==> src/source/l2_pkg.sv <==
package l2_pkg;

    // Default geometry of the unified L2
    parameter int L2_ADDR_W   = 28;
    parameter int L2_LINE_W   = 128;
    parameter int L2_SET_BITS = 5;

    // Line address and line payload
    typedef logic [L2_ADDR_W-1:0] addr_t;
    typedef logic [L2_LINE_W-1:0] line_t;

    // Client currently being served
    typedef enum logic {
        CLIENT_I,
        CLIENT_D
    } client_t;

    // Controller FSM states
    typedef enum logic [2:0] {
        IDLE,
        LOOKUP,
        WRITEBACK,
        ALLOCATE,
        RESPOND
    } ctrl_state_t;

endpackage

==> src/source/l2_controller.sv <==
`timescale 1ns/1ns

module l2_controller
    import l2_pkg::*;
#(
    parameter int ADDR_W   = L2_ADDR_W,
    parameter int LINE_W   = L2_LINE_W,
    parameter int SET_BITS = L2_SET_BITS
) (
    input  logic                       clk,
    input  logic                       proc_reset,
    // Granted request
    input  logic                       req_valid_i,
    input  logic                       req_write_i,
    input  logic [ADDR_W-1:0]          req_addr_i,
    input  logic [LINE_W-1:0]          req_wdata_i,
    output logic                       done_o,
    output logic [LINE_W-1:0]          resp_rdata_o,
    // Line store
    input  logic [ADDR_W-SET_BITS-1:0] st_tag_i,
    input  logic                       st_valid_i,
    input  logic                       st_dirty_i,
    input  logic [LINE_W-1:0]          st_data_i,
    output logic [SET_BITS-1:0]        st_index_o,
    output logic                       st_we_o,
    output logic [ADDR_W-SET_BITS-1:0] st_tag_o,
    output logic [LINE_W-1:0]          st_data_o,
    output logic                       st_dirty_o,
    // Memory port
    input  logic                       mem_done_i,
    input  logic [LINE_W-1:0]          mem_rdata_i,
    output logic                       mem_start_o,
    output logic                       mem_start_write_o,
    output logic [ADDR_W-1:0]          mem_start_addr_o,
    output logic [LINE_W-1:0]          mem_start_wdata_o
);

    localparam int TAG_W = ADDR_W - SET_BITS;

    ctrl_state_t       state;
    ctrl_state_t       state_nxt;
    logic [TAG_W-1:0]  req_tag;
    logic              hit;
    logic              victim_dirty;
    logic [LINE_W-1:0] fill_line;

    assign req_tag      = req_addr_i[ADDR_W-1:SET_BITS];
    assign hit          = st_valid_i && (st_tag_i == req_tag);
    assign victim_dirty = st_valid_i && st_dirty_i;

    // A write always leaves the line dirty with the client data in it
    assign fill_line = req_write_i ? req_wdata_i : mem_rdata_i;

    assign st_index_o = req_addr_i[SET_BITS-1:0];
    assign st_tag_o   = req_tag;
    assign st_data_o  = fill_line;
    assign st_dirty_o = req_write_i;

    assign mem_start_wdata_o = st_data_i;
    assign done_o            = (state == RESPOND);

    always_comb begin
        state_nxt         = state;
        st_we_o           = 1'b0;
        mem_start_o       = 1'b0;
        mem_start_write_o = 1'b0;
        mem_start_addr_o  = req_addr_i;
        case (state)
            IDLE: begin
                if (req_valid_i) begin
                    state_nxt = LOOKUP;
                end
            end
            LOOKUP: begin
                if (hit) begin
                    st_we_o   = req_write_i;
                    state_nxt = RESPOND;
                end else if (victim_dirty) begin
                    // Evict the old line to its own address first
                    mem_start_o       = 1'b1;
                    mem_start_write_o = 1'b1;
                    mem_start_addr_o  = {st_tag_i, st_index_o};
                    state_nxt         = WRITEBACK;
                end else begin
                    mem_start_o = 1'b1;
                    state_nxt   = ALLOCATE;
                end
            end
            WRITEBACK: begin
                if (mem_done_i) begin
                    mem_start_o = 1'b1;
                    state_nxt   = ALLOCATE;
                end
            end
            ALLOCATE: begin
                if (mem_done_i) begin
                    st_we_o   = 1'b1;
                    state_nxt = RESPOND;
                end
            end
            RESPOND: begin
                state_nxt = IDLE;
            end
            default: begin
                state_nxt = IDLE;
            end
        endcase
    end

    always_ff @(posedge clk) begin
        if (proc_reset) begin
            state <= IDLE;
        end else begin
            state <= state_nxt;
        end
    end

    // Line handed back to the client in RESPOND
    always_ff @(posedge clk) begin
        if (state == LOOKUP && hit) begin
            resp_rdata_o <= req_write_i ? req_wdata_i : st_data_i;
        end else if (state == ALLOCATE && mem_done_i) begin
            resp_rdata_o <= fill_line;
        end
    end

endmodule

==> config.mk <==
export PLATFORM = sky130hd
export DESIGN_NAME = l2_controller
export DESIGN_NICKNAME = d
export VERILOG_FILES = /design/src/source/l2_pkg.sv /design/src/source/l2_controller.sv
export SDC_FILE = /design/constraint.sdc
export NUM_CORES = 1
export LEC_CHECK = 0
export ABC_AREA = 1
export BUFFER_PORTS_ARGS = -buffer_cell sky130_fd_sc_hd__buf_2
export CAP_MARGIN = 30
export CELL_PAD_IN_SITES_DETAIL_PLACEMENT = 1
export CELL_PAD_IN_SITES_GLOBAL_PLACEMENT = 1
export CORE_AREA = 2 2 342 344
export CTS_CLUSTER_DIAMETER = 40
export DETAILED_ROUTE_END_ITERATION = 10
export DIE_AREA = 0 0 344 346
export PLACE_DENSITY = 0.42
export SLEW_MARGIN = 20
export SYNTH_ARGS = -nofsm -noshare
export SYNTH_HDL_FRONTEND = slang
export SYNTH_SLANG_ARGS = --single-unit
==> constraint.sdc <==
create_clock -name clk -period 5.44 [get_ports clk]
set_clock_uncertainty 0.2 [all_clocks]
set_input_delay 1.088 -clock clk [delete_from_list [all_inputs] [get_ports clk]]
set_output_delay 1.088 -clock clk [all_outputs]
set_load 0.02 [all_outputs]
# [After elaboration in Yosys (flattened, before gate mapping)]
# Index checks and enable logic that the tools add are counted.
[totals] reg_bits=131 inputBits=442 out_inout_bits=445 wordCells=38
[op_classes] n_eq_ne=8 muxes=21 reduce_logical=7
[ops] cell="128-bit two-way mux" n=4
[ops] cell="28-bit two-way mux" n=3
[ops] cell="23-bit equality test" n=1
[ops] cell="3-bit two-way mux" n=4
[ops] cell="3-bit case mux with 4 select lines" n=1
[ops] cell="1-bit two-way mux" n=7
[ops] cell="3-bit by 2-bit equality test with 1-bit output (second input constant)" n=2
[ops] cell="2-bit != test (second input constant)" n=3
[ops] cell="1-bit logical AND" n=4
[ops] cell="1-bit case mux with 2 select lines" n=2
[ops] cell="3-bit by 1-bit equality test with 1-bit output (second input constant)" n=1
[ops] cell="3-bit equality test (second input constant)" n=1
[ops] cell="3-bit logical NOT" n=1
[ops] cell="3-bit AND reduction" n=1
[ops] cell="2-bit nonzero test" n=1

# [Depth between registers and ports, before layout]
# Gate-level depths: netlist of the first run.
[logic_depth] word_depth=4 ltp_mapped=13 ltp_nobuf=11

# [Least setup slack after synthesis of the first run]
# OpenSTA, ideal clock, no wires.
[synth_path] path_kind="input -> register" from="input port st_tag_i[18]" to="register resp_rdata_o[0], enable pin" setup_ps=492 t_arrival_ps=4790 path_slack_ps=-42 cell_stages=10 path_buffers=2 cell_sequence="nor2_1 > nor2_1 > nor2_1 > nand2_1 > nor2_1 > and2_1 > nand3_2 > buf_4 > buf_6 > nand2_1"
[synth_via] elab_chain_cells=4
[synth_lines] item="start, declared" line_no="l2_controller.sv:20" rtl="input logic [ADDR_W-SET_BITS-1:0] st_tag_i,"
[synth_lines] item="23-bit equality test" line_no="l2_controller.sv:48" rtl="assign hit = st_valid_i && (st_tag_i == req_tag);"
[synth_lines] item="1-bit logical AND" line_no="l2_controller.sv:48"
[synth_lines] item="1-bit logical AND" line_no="l2_controller.sv:120" rtl="if (state == LOOKUP && hit) begin"
[synth_lines] item="2-bit nonzero test (no line)"
[synth_lines] item="end signal, assigned" line_no="l2_controller.sv:121" rtl="resp_rdata_o <= req_write_i ? req_wdata_i : st_data_i;"
[synth_lines] item="end signal, assigned" line_no="l2_controller.sv:123" rtl="resp_rdata_o <= fill_line;"
[synth_lines] item="end, declared" line_no="l2_controller.sv:18" rtl="output logic [LINE_W-1:0] resp_rdata_o,"
# Every way passes these cells.
# A chain may end at the register's enable or synchronous reset.

# [Final worst setup path of the first run]
[layout_path] from="input port req_addr_i[6]" to="output port mem_start_addr_o[16]"
[layout_via] elab_chain_cells=4
[layout_lines] item="start, declared" line_no="l2_controller.sv:15" rtl="input logic [ADDR_W-1:0] req_addr_i,"
[layout_lines] item="23-bit equality test" line_no="l2_controller.sv:48"
[layout_lines] item="1-bit logical AND" line_no="l2_controller.sv:48"
[layout_lines] item="28-bit two-way mux" line_no="l2_controller.sv:75" rtl="if (hit) begin"
[layout_lines] item="28-bit two-way mux" line_no="l2_controller.sv:68" rtl="case (state)"
[layout_lines] item="end, declared" line_no="l2_controller.sv:34" rtl="output logic [ADDR_W-1:0] mem_start_addr_o,"
# Every way passes these cells.

==> results of run 1 <==
-- stage by stage --
| stage | worst slack (ns) | power [mW] | utilization |
|---|---|---|---|
| global placement | 0.747 | 2.55 | 0.142 |
| CTS | 0.726 | 3.90 | 0.147 |
| detailed placement | 0.733 | 2.55 | 0.142 |
| global route | 0.612 | 4.02 | 0.147 |
| finish | 0.833 | 3.78 | 0.147 |
| floorplan | 1.22 | 1.97 | - |
-- layer usage --
| metal | part of all wire | track usage | up-vias |
|---|---|---|---|
| met5 | 0.00032 | 0 | - |
| met4 | 0.021 | 0.0338 | 4 |
| met3 | 0.069 | 0.0318 | 50 |
| met2 | 0.49 | 0.209 | 463 |
| met1 | 0.41 | 0.143 | 6604 |
| li1 | - | - | 6666 |
-- layout by cell type, fill, tap and decap left out, types with 4 or more instances in the layout --
cell	synthesis	routed
nand3_1	4	4
buf_12	0	9
a21oi_1	257	257
nor2_1	24	24
nand2_1	498	497
diode_2	0	5
o21ai_0	19	19
inv_6	0	7
o21ai_1	9	9
nand4_1	129	129
clkbuf_16	0	17
edfxtp_1	128	128
buf_4	163	14
inv_1	425	425
buf_2	33	870
-- worst min-delay path: cells and delay by family (launching register included) --
kind	cells	cell delay, ns
DFF	1	0.37
and+or+nand+nor	2	0.14
-- kinds of logic (layout without fill, tap and decap cells) --
logic type      after synthesis  after routing
compound gates              285            285
buf+inv                     694           1354
flops                       131            131
other cells                   0              5
simple gates                664            664
-- report_power, final --
group	switching, mW	total (mW)	internal, mW
registers	0.0171	1.18	1.16
logic	0.926	1.32	0.394
clock network	0.588	1.28	0.690
-- registers in the layout, indices dropped and copies added, names as in the netlist --
signal and count:
resp_rdata_o 128, state 3
-- final cells by class --
class | instances | area [µm²]
tap | 1524 | 1910
multi-input combinational | 949 | 4310
timing repair buffer | 894 | 4650
clock inverter | 14 | 169
clock buffer | 18 | 429
sequential | 131 | 3900
antenna | 5 | 12.5
inverter | 428 | 1610
fill | 14410 | 98400
-- worst min-delay path by stage --
stage                           from               endpoint  slack [ns]  depth (start not counted)
5_1_grt        state[0]$_SDFFE_PP0P_  state[0]$_SDFFE_PP0P_        0.39                          2
2_1_floorplan  state[0]$_SDFFE_PP0P_  state[0]$_SDFFE_PP0P_        0.30                          3
3_3_place_gp   state[0]$_SDFFE_PP0P_  state[0]$_SDFFE_PP0P_        0.35                          2
3_5_place_dp   state[0]$_SDFFE_PP0P_  state[0]$_SDFFE_PP0P_        0.35                          2
6_report       state[0]$_SDFFE_PP0P_  state[0]$_SDFFE_PP0P_        0.35                          2
4_1_cts        state[0]$_SDFFE_PP0P_  state[0]$_SDFFE_PP0P_        0.36                          2
==> metrics, run 1 <==
Final period util=0.847; async set or reset register ratio after synthesis=0; routability cong.=0.869; Synth area leader=edfxtp_1; Placed Cells incl. Taps=3,926; post-synthesis average cell area=6.49 µm²; Cell Rows=125; fin cells=3,963; Critical Path RT=4.15 ns; final setup TNS=0 ns; Main synth FF type=edfxtp_1; Setup Buffers After CTS=0; clock tree buffer depth=2; crit-path cells=buf_2 -> nor2_1 -> nor2_1 -> nand2_1 -> nor2_4 -> nand3_1 -> nand2_1 -> nor2_2 -> buf_4 -> nand2_1 -> nand2_1 -> buf_2; XOR/XNOR Fraction of Synth Area=0; largest family of logic cells by synthesized area=buffers and inverters; number of global-route vias before repair=14,260; vias=13,787; cell area after layout=17,000 µm²; Worst Setup SP=req_addr_i[6]; EDFF count, synth=128; die width=344 µm; Final Slew Violations=0; Final setup viols=0; crit end category=primary output; Clock transition at path regs=0.07 ns; CTS Hold Buffers Added=0; Post-DRT Antenna Nets=0; total of max-cap violations=0; Synth Area in Simple Gates=0.248; synth-to-layout area growth=47.8%; Distinct cells, synth=24; worst stage delay on the critical path=0.54 ns; crit path capture=mem_start_addr_o[16]; Initial Util=0.0997; yosys warns=0; adder-cell area share of the yosys netlist=0; critical path launch point type=primary input; die height=346 µm; initial antenna violation count=11; family with the most delay on the worst path=simple AND/OR/NAND/NOR gates; largest net degree at the start of global routing=130; worst r2r dst=resp_rdata_o[14]$_DFFE_PP_; Worst R2R Setup Slack=2.95 ns; dpl cell area=16,400 µm²; slowest cell on the critical path=nor2_2; DR vias/cell=3.48; top-count cell post-synth=nand2_1; clock net sink count=131; Initial DRC Count=502; worst-skew pair later-pin latency=0.48 ns; Post-synth top cells=498 x nand2_1, 425 x inv_1, 257 x a21oi_1; Avg WL per Cell=18.7 µm; GR Util All Layers=0.120; Post-Synthesis Cells=1,774; first-pass GRT wire length=103,000 µm; Tmin final=4.61 ns; share of the synthesized area in the top cell type=0.334; Slew Limit Headroom=0.414; CTS tree=yes; Compound-Gate Fraction of Synth Area=0.124; Final Hold Viols=0; post-synthesis mux area share=0; Area contributors post-synth=edfxtp_1 33%, nand2_1 16%, inv_1 14%; Power Density=222 nW/µm²; critical path depth in cells=12; core region area=115,000 µm²; total gr overflow=0; CP Max Fanout=13; First-pass DRT Iterations=5; Critical R2R Launch=state[0]$_SDFFE_PP0P_; Fmax=217 MHz; mapped cell area=11,500 µm²; Remaining DRCs=0; Buffers on Ports=871; min-delay worst type=flop to flop; WP buf/inv=3; measured slew at the worst slew-check pin=0.878 ns; Final nets=2,863; critical path class=primary input to primary output; Num CTS Buffers=17; R2R cell count=6; syn_nets=2,216; H-tree levels=4; die footprint=119,000 µm²; Hold WS=0.354 ns; # resized after CTS=0; status=finished, final reports clean; Final HPWL DP=59,300 µm; Max IR drop VDD=251 µV; Worst EP arrival=3.32 ns; RSZ-0062 raised after global routing=no; Yosys reg bits=131; share of cells above drive strength 1=0.384; Ports=887; Root Buffer=clkbuf_16; leakage=9.93 nW; final wirelength=74,200 µm; register area share after synthesis=0.339; most frequent CP cell=nand2_1
Power figures use the tool's default switching activity.
==> run 2: changes to the inputs <==
- ABC_AREA: 1 -> 0
- PLACE_DENSITY: 0.42 -> 0.38
- clock period: 5.44 -> 3.9 ns (I/O delays scaled with it)
==> metrics, run 2 <==
Final period util=0.956; share of the synthesized area in the top cell type=0.353 (+0.0193); Clock transition at path regs=0.06 ns (about the same); core region area=115,000 µm² (unchanged); Post-DRT Antenna Nets=0 (unchanged); most common cell after layout, fill and taps aside=buf_2; Final setup viols=0 (unchanged); Critical R2R Launch=state[0]$_SDFFE_PP0P_; routability cong.=0.875 (+0.77%); Hold Crit Start=proc_reset; Worst EP arrival=2.75 ns (-0.57 ns); Critical Path RT=2.92 ns (-1.23 ns); Fmax=268 MHz; Final HPWL DP=56,500 µm (-4.8%); worst-skew pair later-pin latency=0.49 ns (about the same); Post-synth top cells=298 x mux2_2, 163 x buf_4, 128 x edfxtp_1; P_int=3.39 mW (+51%); Yosys reg bits=131 (unchanged); slowest cell on the critical path=or4_4; FF+latch area=3900 µm² (unchanged); clock tree buffer depth=2 (unchanged); Clock power frac=0.320 (-0.018); largest net degree at the start of global routing=69 (-47%); Sw Share=0.355 (-0.0500); commonest cells after routing, fill and taps aside=870 x buf_2, 298 x mux2_2, 128 x edfxtp_1; total of max-cap violations=0 (unchanged); Num CTS Buffers=17 (unchanged); yosys warns=0 (unchanged); Root Buffer=clkbuf_16; most frequent CP cell=buf_2; Initial Util=0.0942 (-0.00544); async set or reset register ratio after synthesis=0 (unchanged); die width=344 µm (unchanged); layout filler cell count=13,554 (-5.9%); Avg WL per Cell=20.6 µm (+9.8%); switching pwr=1.87 mW (+22%); number of flip-flops in the largest register=128 (unchanged); share of cells above drive strength 1=0.874 (+0.490); Buffers on Ports=871 (unchanged); Cell Rows=125 (unchanged); synth-to-layout area growth=52.7%; crit-path cells=buf_2 -> xnor2_1 -> nand4_1 -> or4_4 -> o21a_1 -> buf_12 -> mux2_2 -> buf_2; largest registers=resp_rdata_o: 128 flops, state: 3 flops; DR vias/cell=3.07 (-12%); GR Util All Layers=0.101 (-0.0184); register area share after synthesis=0.359 (+0.0196); number of global-route vias before repair=10,328 (-28%); Placed Cells incl. Taps=3,034 (-23%); clock net sink count=131 (unchanged); CTS tree=yes; H-tree levels=4 (unchanged); Comb pwr share=0.355 (+0.006); CP Max Fanout=24 (+11); top-count cell post-synth=mux2_2; syn_nets=1,244 (-44%); die footprint=119,000 µm² (unchanged); multi-input logic area=5380 µm² (+25%); Slew Limit Headroom=0.732 (+0.317); Area contributors post-synth=edfxtp_1 35%, mux2_2 31%, mux2_4 14%; critical path class=primary input to primary output; Synth area leader=edfxtp_1; Main synth FF type=edfxtp_1; Post-Synthesis Cells=802 (-55%); First-pass DRT Iterations=5 (unchanged); Max IR drop VDD=366 µV (+46%); Remaining DRCs=0 (unchanged); EDFF count, synth=128 (unchanged); die height=346 µm (unchanged); crit end category=primary output; Top reg by flops=resp_rdata_o; critical path launch point type=primary input; leakage=7.15 nW (-28%); first-pass GRT wire length=82,900 µm (-19%); status=finished, final reports clean; # resized after CTS=0 (unchanged); Worst Setup SP=st_tag_i[17]; Final Slew Violations=0 (unchanged); RSZ-0062 raised after global routing=no; Setup Buffers After CTS=0 (unchanged); Tmin final=3.73 ns; post-synthesis average cell area=13.6 µm² (+110%); CTS Hold Buffers Added=0 (unchanged); Initial DRC Count=314 (-37%); final wirelength=63,100 µm (-15%); Final Hold Viols=0 (unchanged); Reg power frac=0.326 (+0.013); worst stage delay on the critical path=0.61 ns (+0.07 ns); min-delay worst type=primary input to flop; Distinct cells, synth=32 (+33%); fin cells=3,068 (-23%); Final nets=1,971 (-31%); total gr overflow=0 (unchanged); Ports=887 (unchanged); final setup TNS=0 ns (unchanged); initial antenna violation count=18 (+7); Power Density=316 nW/µm² (+42%); measured slew at the worst slew-check pin=0.403 ns (-0.476 ns); mapped cell area=10,900 µm² (-5.5%); vias=9,408 (-32%)
==> run 2: final cells by class <==
cell class	count	share of cell area
Multi-Input combinational cell	462	0.324
Timing Repair Buffer	916	0.292
Sequential cell	131	0.235
Tap cell	1524	0.115
Clock buffer	19	0.0261
Clock inverter	13	0.00814
Antenna cell	2	0.000301
Inverter	1	0.000226
==> run 2: kinds of logic after synthesis <==
logic type / after synthesis / synth area share
XOR/XNOR: 23 / 0.0185
AND/OR/NAND/NOR: 21 / 0.0117
flip-flops: 131 / 0.359
AO/OA/AOI/OAI: 11 / 0.00725
buffers and inverters: 209 / 0.148
multiplexers: 407 / 0.456
==> run 2: layer usage <==
metal	global-route usage	routed length, µm	vias up
met3	0.0411	5990	63
met4	0.0241	1060	6
met1	0.109	23500	4547
met5	0	40	-
met2	0.183	32500	522
li1	-	-	4270
==> run 2: power by group through the flow <==
stage / Clock, mW / Combinational [mW] / Sequential [mW]
finish: 1.68 / 1.86 / 1.71
global route: 1.83 / 1.99 / 1.72
CTS: 1.80 / 1.91 / 1.72
detailed placement: 0 / 1.90 / 1.75
global placement: 0 / 1.90 / 1.74
floorplan: 0 / 1.02 / 1.84
==> run 2: critical path, delay by kind of cell <==
kind                      cells  cell delay, ns
xor gates and xnor gates      1            0.19
muxes                         1            0.30
AOI/OAI and AO/OA             1            0.23
buffers and inverters         3            0.47
and+or+nand+nor               2            0.77
==> run 2: through the flow <==
stage	setup slack, ns	util	total power [mW]	area, µm²	hold slack (ns)
after floorplan	0.267	-	2.86	10900	0.346
after global routing	0.125	0.144	5.55	16600	0.312
after detailed placement	0.132	0.139	3.65	16000	0.397
final	0.170	0.144	5.26	16600	0.352
after global placement	0.131	0.139	3.64	16000	0.395
after CTS	0.120	0.144	5.43	16600	0.280
==> run 2: final timing paths <==
path | endpoint | depth (start not counted) | slack [ns]
worst max-delay path | mem_start_addr_o[19] | 8 | 0.17
worst max register to register | resp_rdata_o[29]$_DFFE_PP_ | 5 | 1.55
worst min register to register | state[2]$_SDFFE_PP0P_ | 2 | 0.41
worst min-delay path | state[1]$_SDFFE_PP0P_ | 2 | 0.35
==> run 3: changes to the inputs <==
- ABC_AREA: 0 -> 1
- PLACE_DENSITY: 0.38 -> 0.42
==> metrics, run 3 (synthesis results as in run 1) <==
H-tree levels=4 (unchanged); Clock transition at path regs=0.07 ns (about the same); leakage=10.1 nW (+41%); critical path class=primary input to primary output; Max IR drop VDD=348 µV (-4.9%); status=finished, final reports clean; Hold WS=0.303 ns (-0.0489 ns); first-pass GRT wire length=103,000 µm (+24%); Top Metal Used=met5; final setup TNS=0 ns (unchanged); Initial DRC Count=570 (+82%); GR Util All Layers=0.122 (+0.0204); initial antenna violation count=14 (-4); Critical Path RT=2.92 ns (about the same); Hold Crit Start=proc_reset; largest net degree at the start of global routing=130 (+88%); CTS Hold Buffers Added=0 (unchanged); WL met1=30,800 µm (+31%); CP Max Fanout=12 (-50%); layout filler cell count=14,382 (+6.1%); Root Buffer=clkbuf_16; most frequent CP cell=nand2_1; First-pass DRT Iterations=4 (-1); Final Hold Viols=0 (unchanged); clock tree buffer depth=2 (unchanged); Final Slew Violations=0 (unchanged); Final HPWL DP=62,600 µm (+11%); WP buf/inv=4 (+1); Final setup viols=0 (unchanged); routed wl met2=38,800 µm (+19%); core region area=115,000 µm² (unchanged); WL met3=5070 µm (-15%); largest registers=resp_rdata_o: 128 flops, state: 3 flops; Setup Buffers After CTS=0 (unchanged); critical path launch point type=primary input; Cell Rows=125 (unchanged); Ports=887 (unchanged); Critical R2R Launch=state[0]$_SDFFE_PP0P_; Tot Pwr=5.28 mW (+0.40%); worst stage delay on the critical path=0.21 ns (-0.40 ns); commonest cells after routing, fill and taps aside=870 x buf_2, 497 x nand2_1, 425 x inv_1; Buffers on Ports=871 (unchanged); most common cell after layout, fill and taps aside=buf_2; number of flip-flops in the largest register=128 (unchanged); Worst EP arrival=2.51 ns (-0.24 ns); Slew Limit Headroom=0.411 (-0.321); synth-to-layout area growth=50.1%; share of cells above drive strength 1=0.391 (-0.483); Num CTS Buffers=17 (unchanged); crit end category=primary output; die height=346 µm (unchanged); DR vias/cell=3.49 (+14%); worst-skew pair later-pin latency=0.49 ns (about the same); Top reg by flops=resp_rdata_o; crit-path cells=buf_2 -> inv_1 -> nand2_1 -> nand2_1 -> nor2_1 -> nand2_1 -> nor2_4 -> nand3_1 -> nand2_1 -> buf_4 -> o21ai_0 -> nand2_1 -> buf_2; min-delay worst type=primary input to flop; number of global-route vias before repair=14,333 (+39%); Worst Setup SP=req_addr_i[5]; # resized after CTS=0 (unchanged); routability cong.=0.871 (-0.43%); critical path depth in cells=13 (+5); family with the most delay on the worst path=simple AND/OR/NAND/NOR gates; die footprint=119,000 µm² (unchanged); slowest cell on the critical path=buf_4; Tmin final=3.49 ns (-0.238 ns); Final nets=2,889 (+47%); clock net sink count=131 (unchanged); Final period util=0.895 (-0.0610); final wirelength=75,900 µm (+20%); Post-DRT Antenna Nets=0 (unchanged); CTS tree=yes; total gr overflow=0 (unchanged); Fmax=286 MHz (+6.8%); hold path depth=2 (unchanged); total of max-cap violations=0 (unchanged); RSZ-0062 raised after global routing=no; measured slew at the worst slew-check pin=0.884 ns (+0.481 ns); die width=344 µm (unchanged); Remaining DRCs=0 (unchanged); Power Density=306 nW/µm² (-3.4%); Initial Util=0.0997 (+0.00544); vias=13,914 (+48%); R2R cell count=6 (+1); Avg WL per Cell=19.0 µm (-7.5%)
run 3: cell count changes in the layout (fill, tap and decap cells not counted), sizes merged, moves of 23 or more:
cell and delta:
inv +429, a21oi +255, nor2 +23, o21ai +25
mux2 -407, nand4 +125, nand2 +493
run 3: worst paths after layout:
| kind | endpoint | slack (ns) |
|---|---|---|
| worst max-delay path | mem_start_addr_o[25] | 0.41 |
| worst min-delay path | state[2]$_SDFFE_PP0P_ | 0.30 |
| worst max register to register | resp_rdata_o[58]$_DFFE_PP_ | 1.52 |
| worst min register to register | state[0]$_SDFFE_PP0P_ | 0.37 |
run 3: final cells by class:
cell class              count  area (µm²)  share of cell area
clock buffers              17         425              0.0246
repair buffers            920        4910               0.284
multi-input cells         949        4310               0.250
clock inverters            15         176              0.0102
well taps                1524        1910               0.110
flip-flops and latches    131        3900               0.226
inverters                 428        1610              0.0935
diodes                      7        17.5             0.00101
run 3: worst reg2reg max path: stages, from the launching register on:
cell	delay, ns
dfxtp_1	0.44
inv_1	0.12
nor3_4	0.25
buf_12	0.54
nand4_1	0.37
nand2_1	0.13
inv_1	0.07
run 3: per-stage QoR:
step	cells	area (µm²)	utilization	worst slack [ns]
finish	3991	17300	0.150	0.408
global route	3988	17300	0.150	0.224
CTS	3984	17200	0.149	0.324
detailed placement	3952	16600	0.144	0.332
global placement	3952	16600	0.144	0.420
floorplan	1774	11500	-	0.670
run 3: power by group:
part | total (mW) | internal (mW) | switching [mW]
Sequential | 1.65 | 1.62 | 0.0232
Clock | 1.75 | 0.956 | 0.794
Combinational | 1.88 | 0.578 | 1.30
run 3: per-layer routing:
| layer | vias up | global-route usage |
|---|---|---|
| met5 | - | 0 |
| met4 | 8 | 0.0317 |
| met3 | 59 | 0.0337 |
| met2 | 470 | 0.220 |
| met1 | 6650 | 0.140 |
| li1 | 6727 | - |
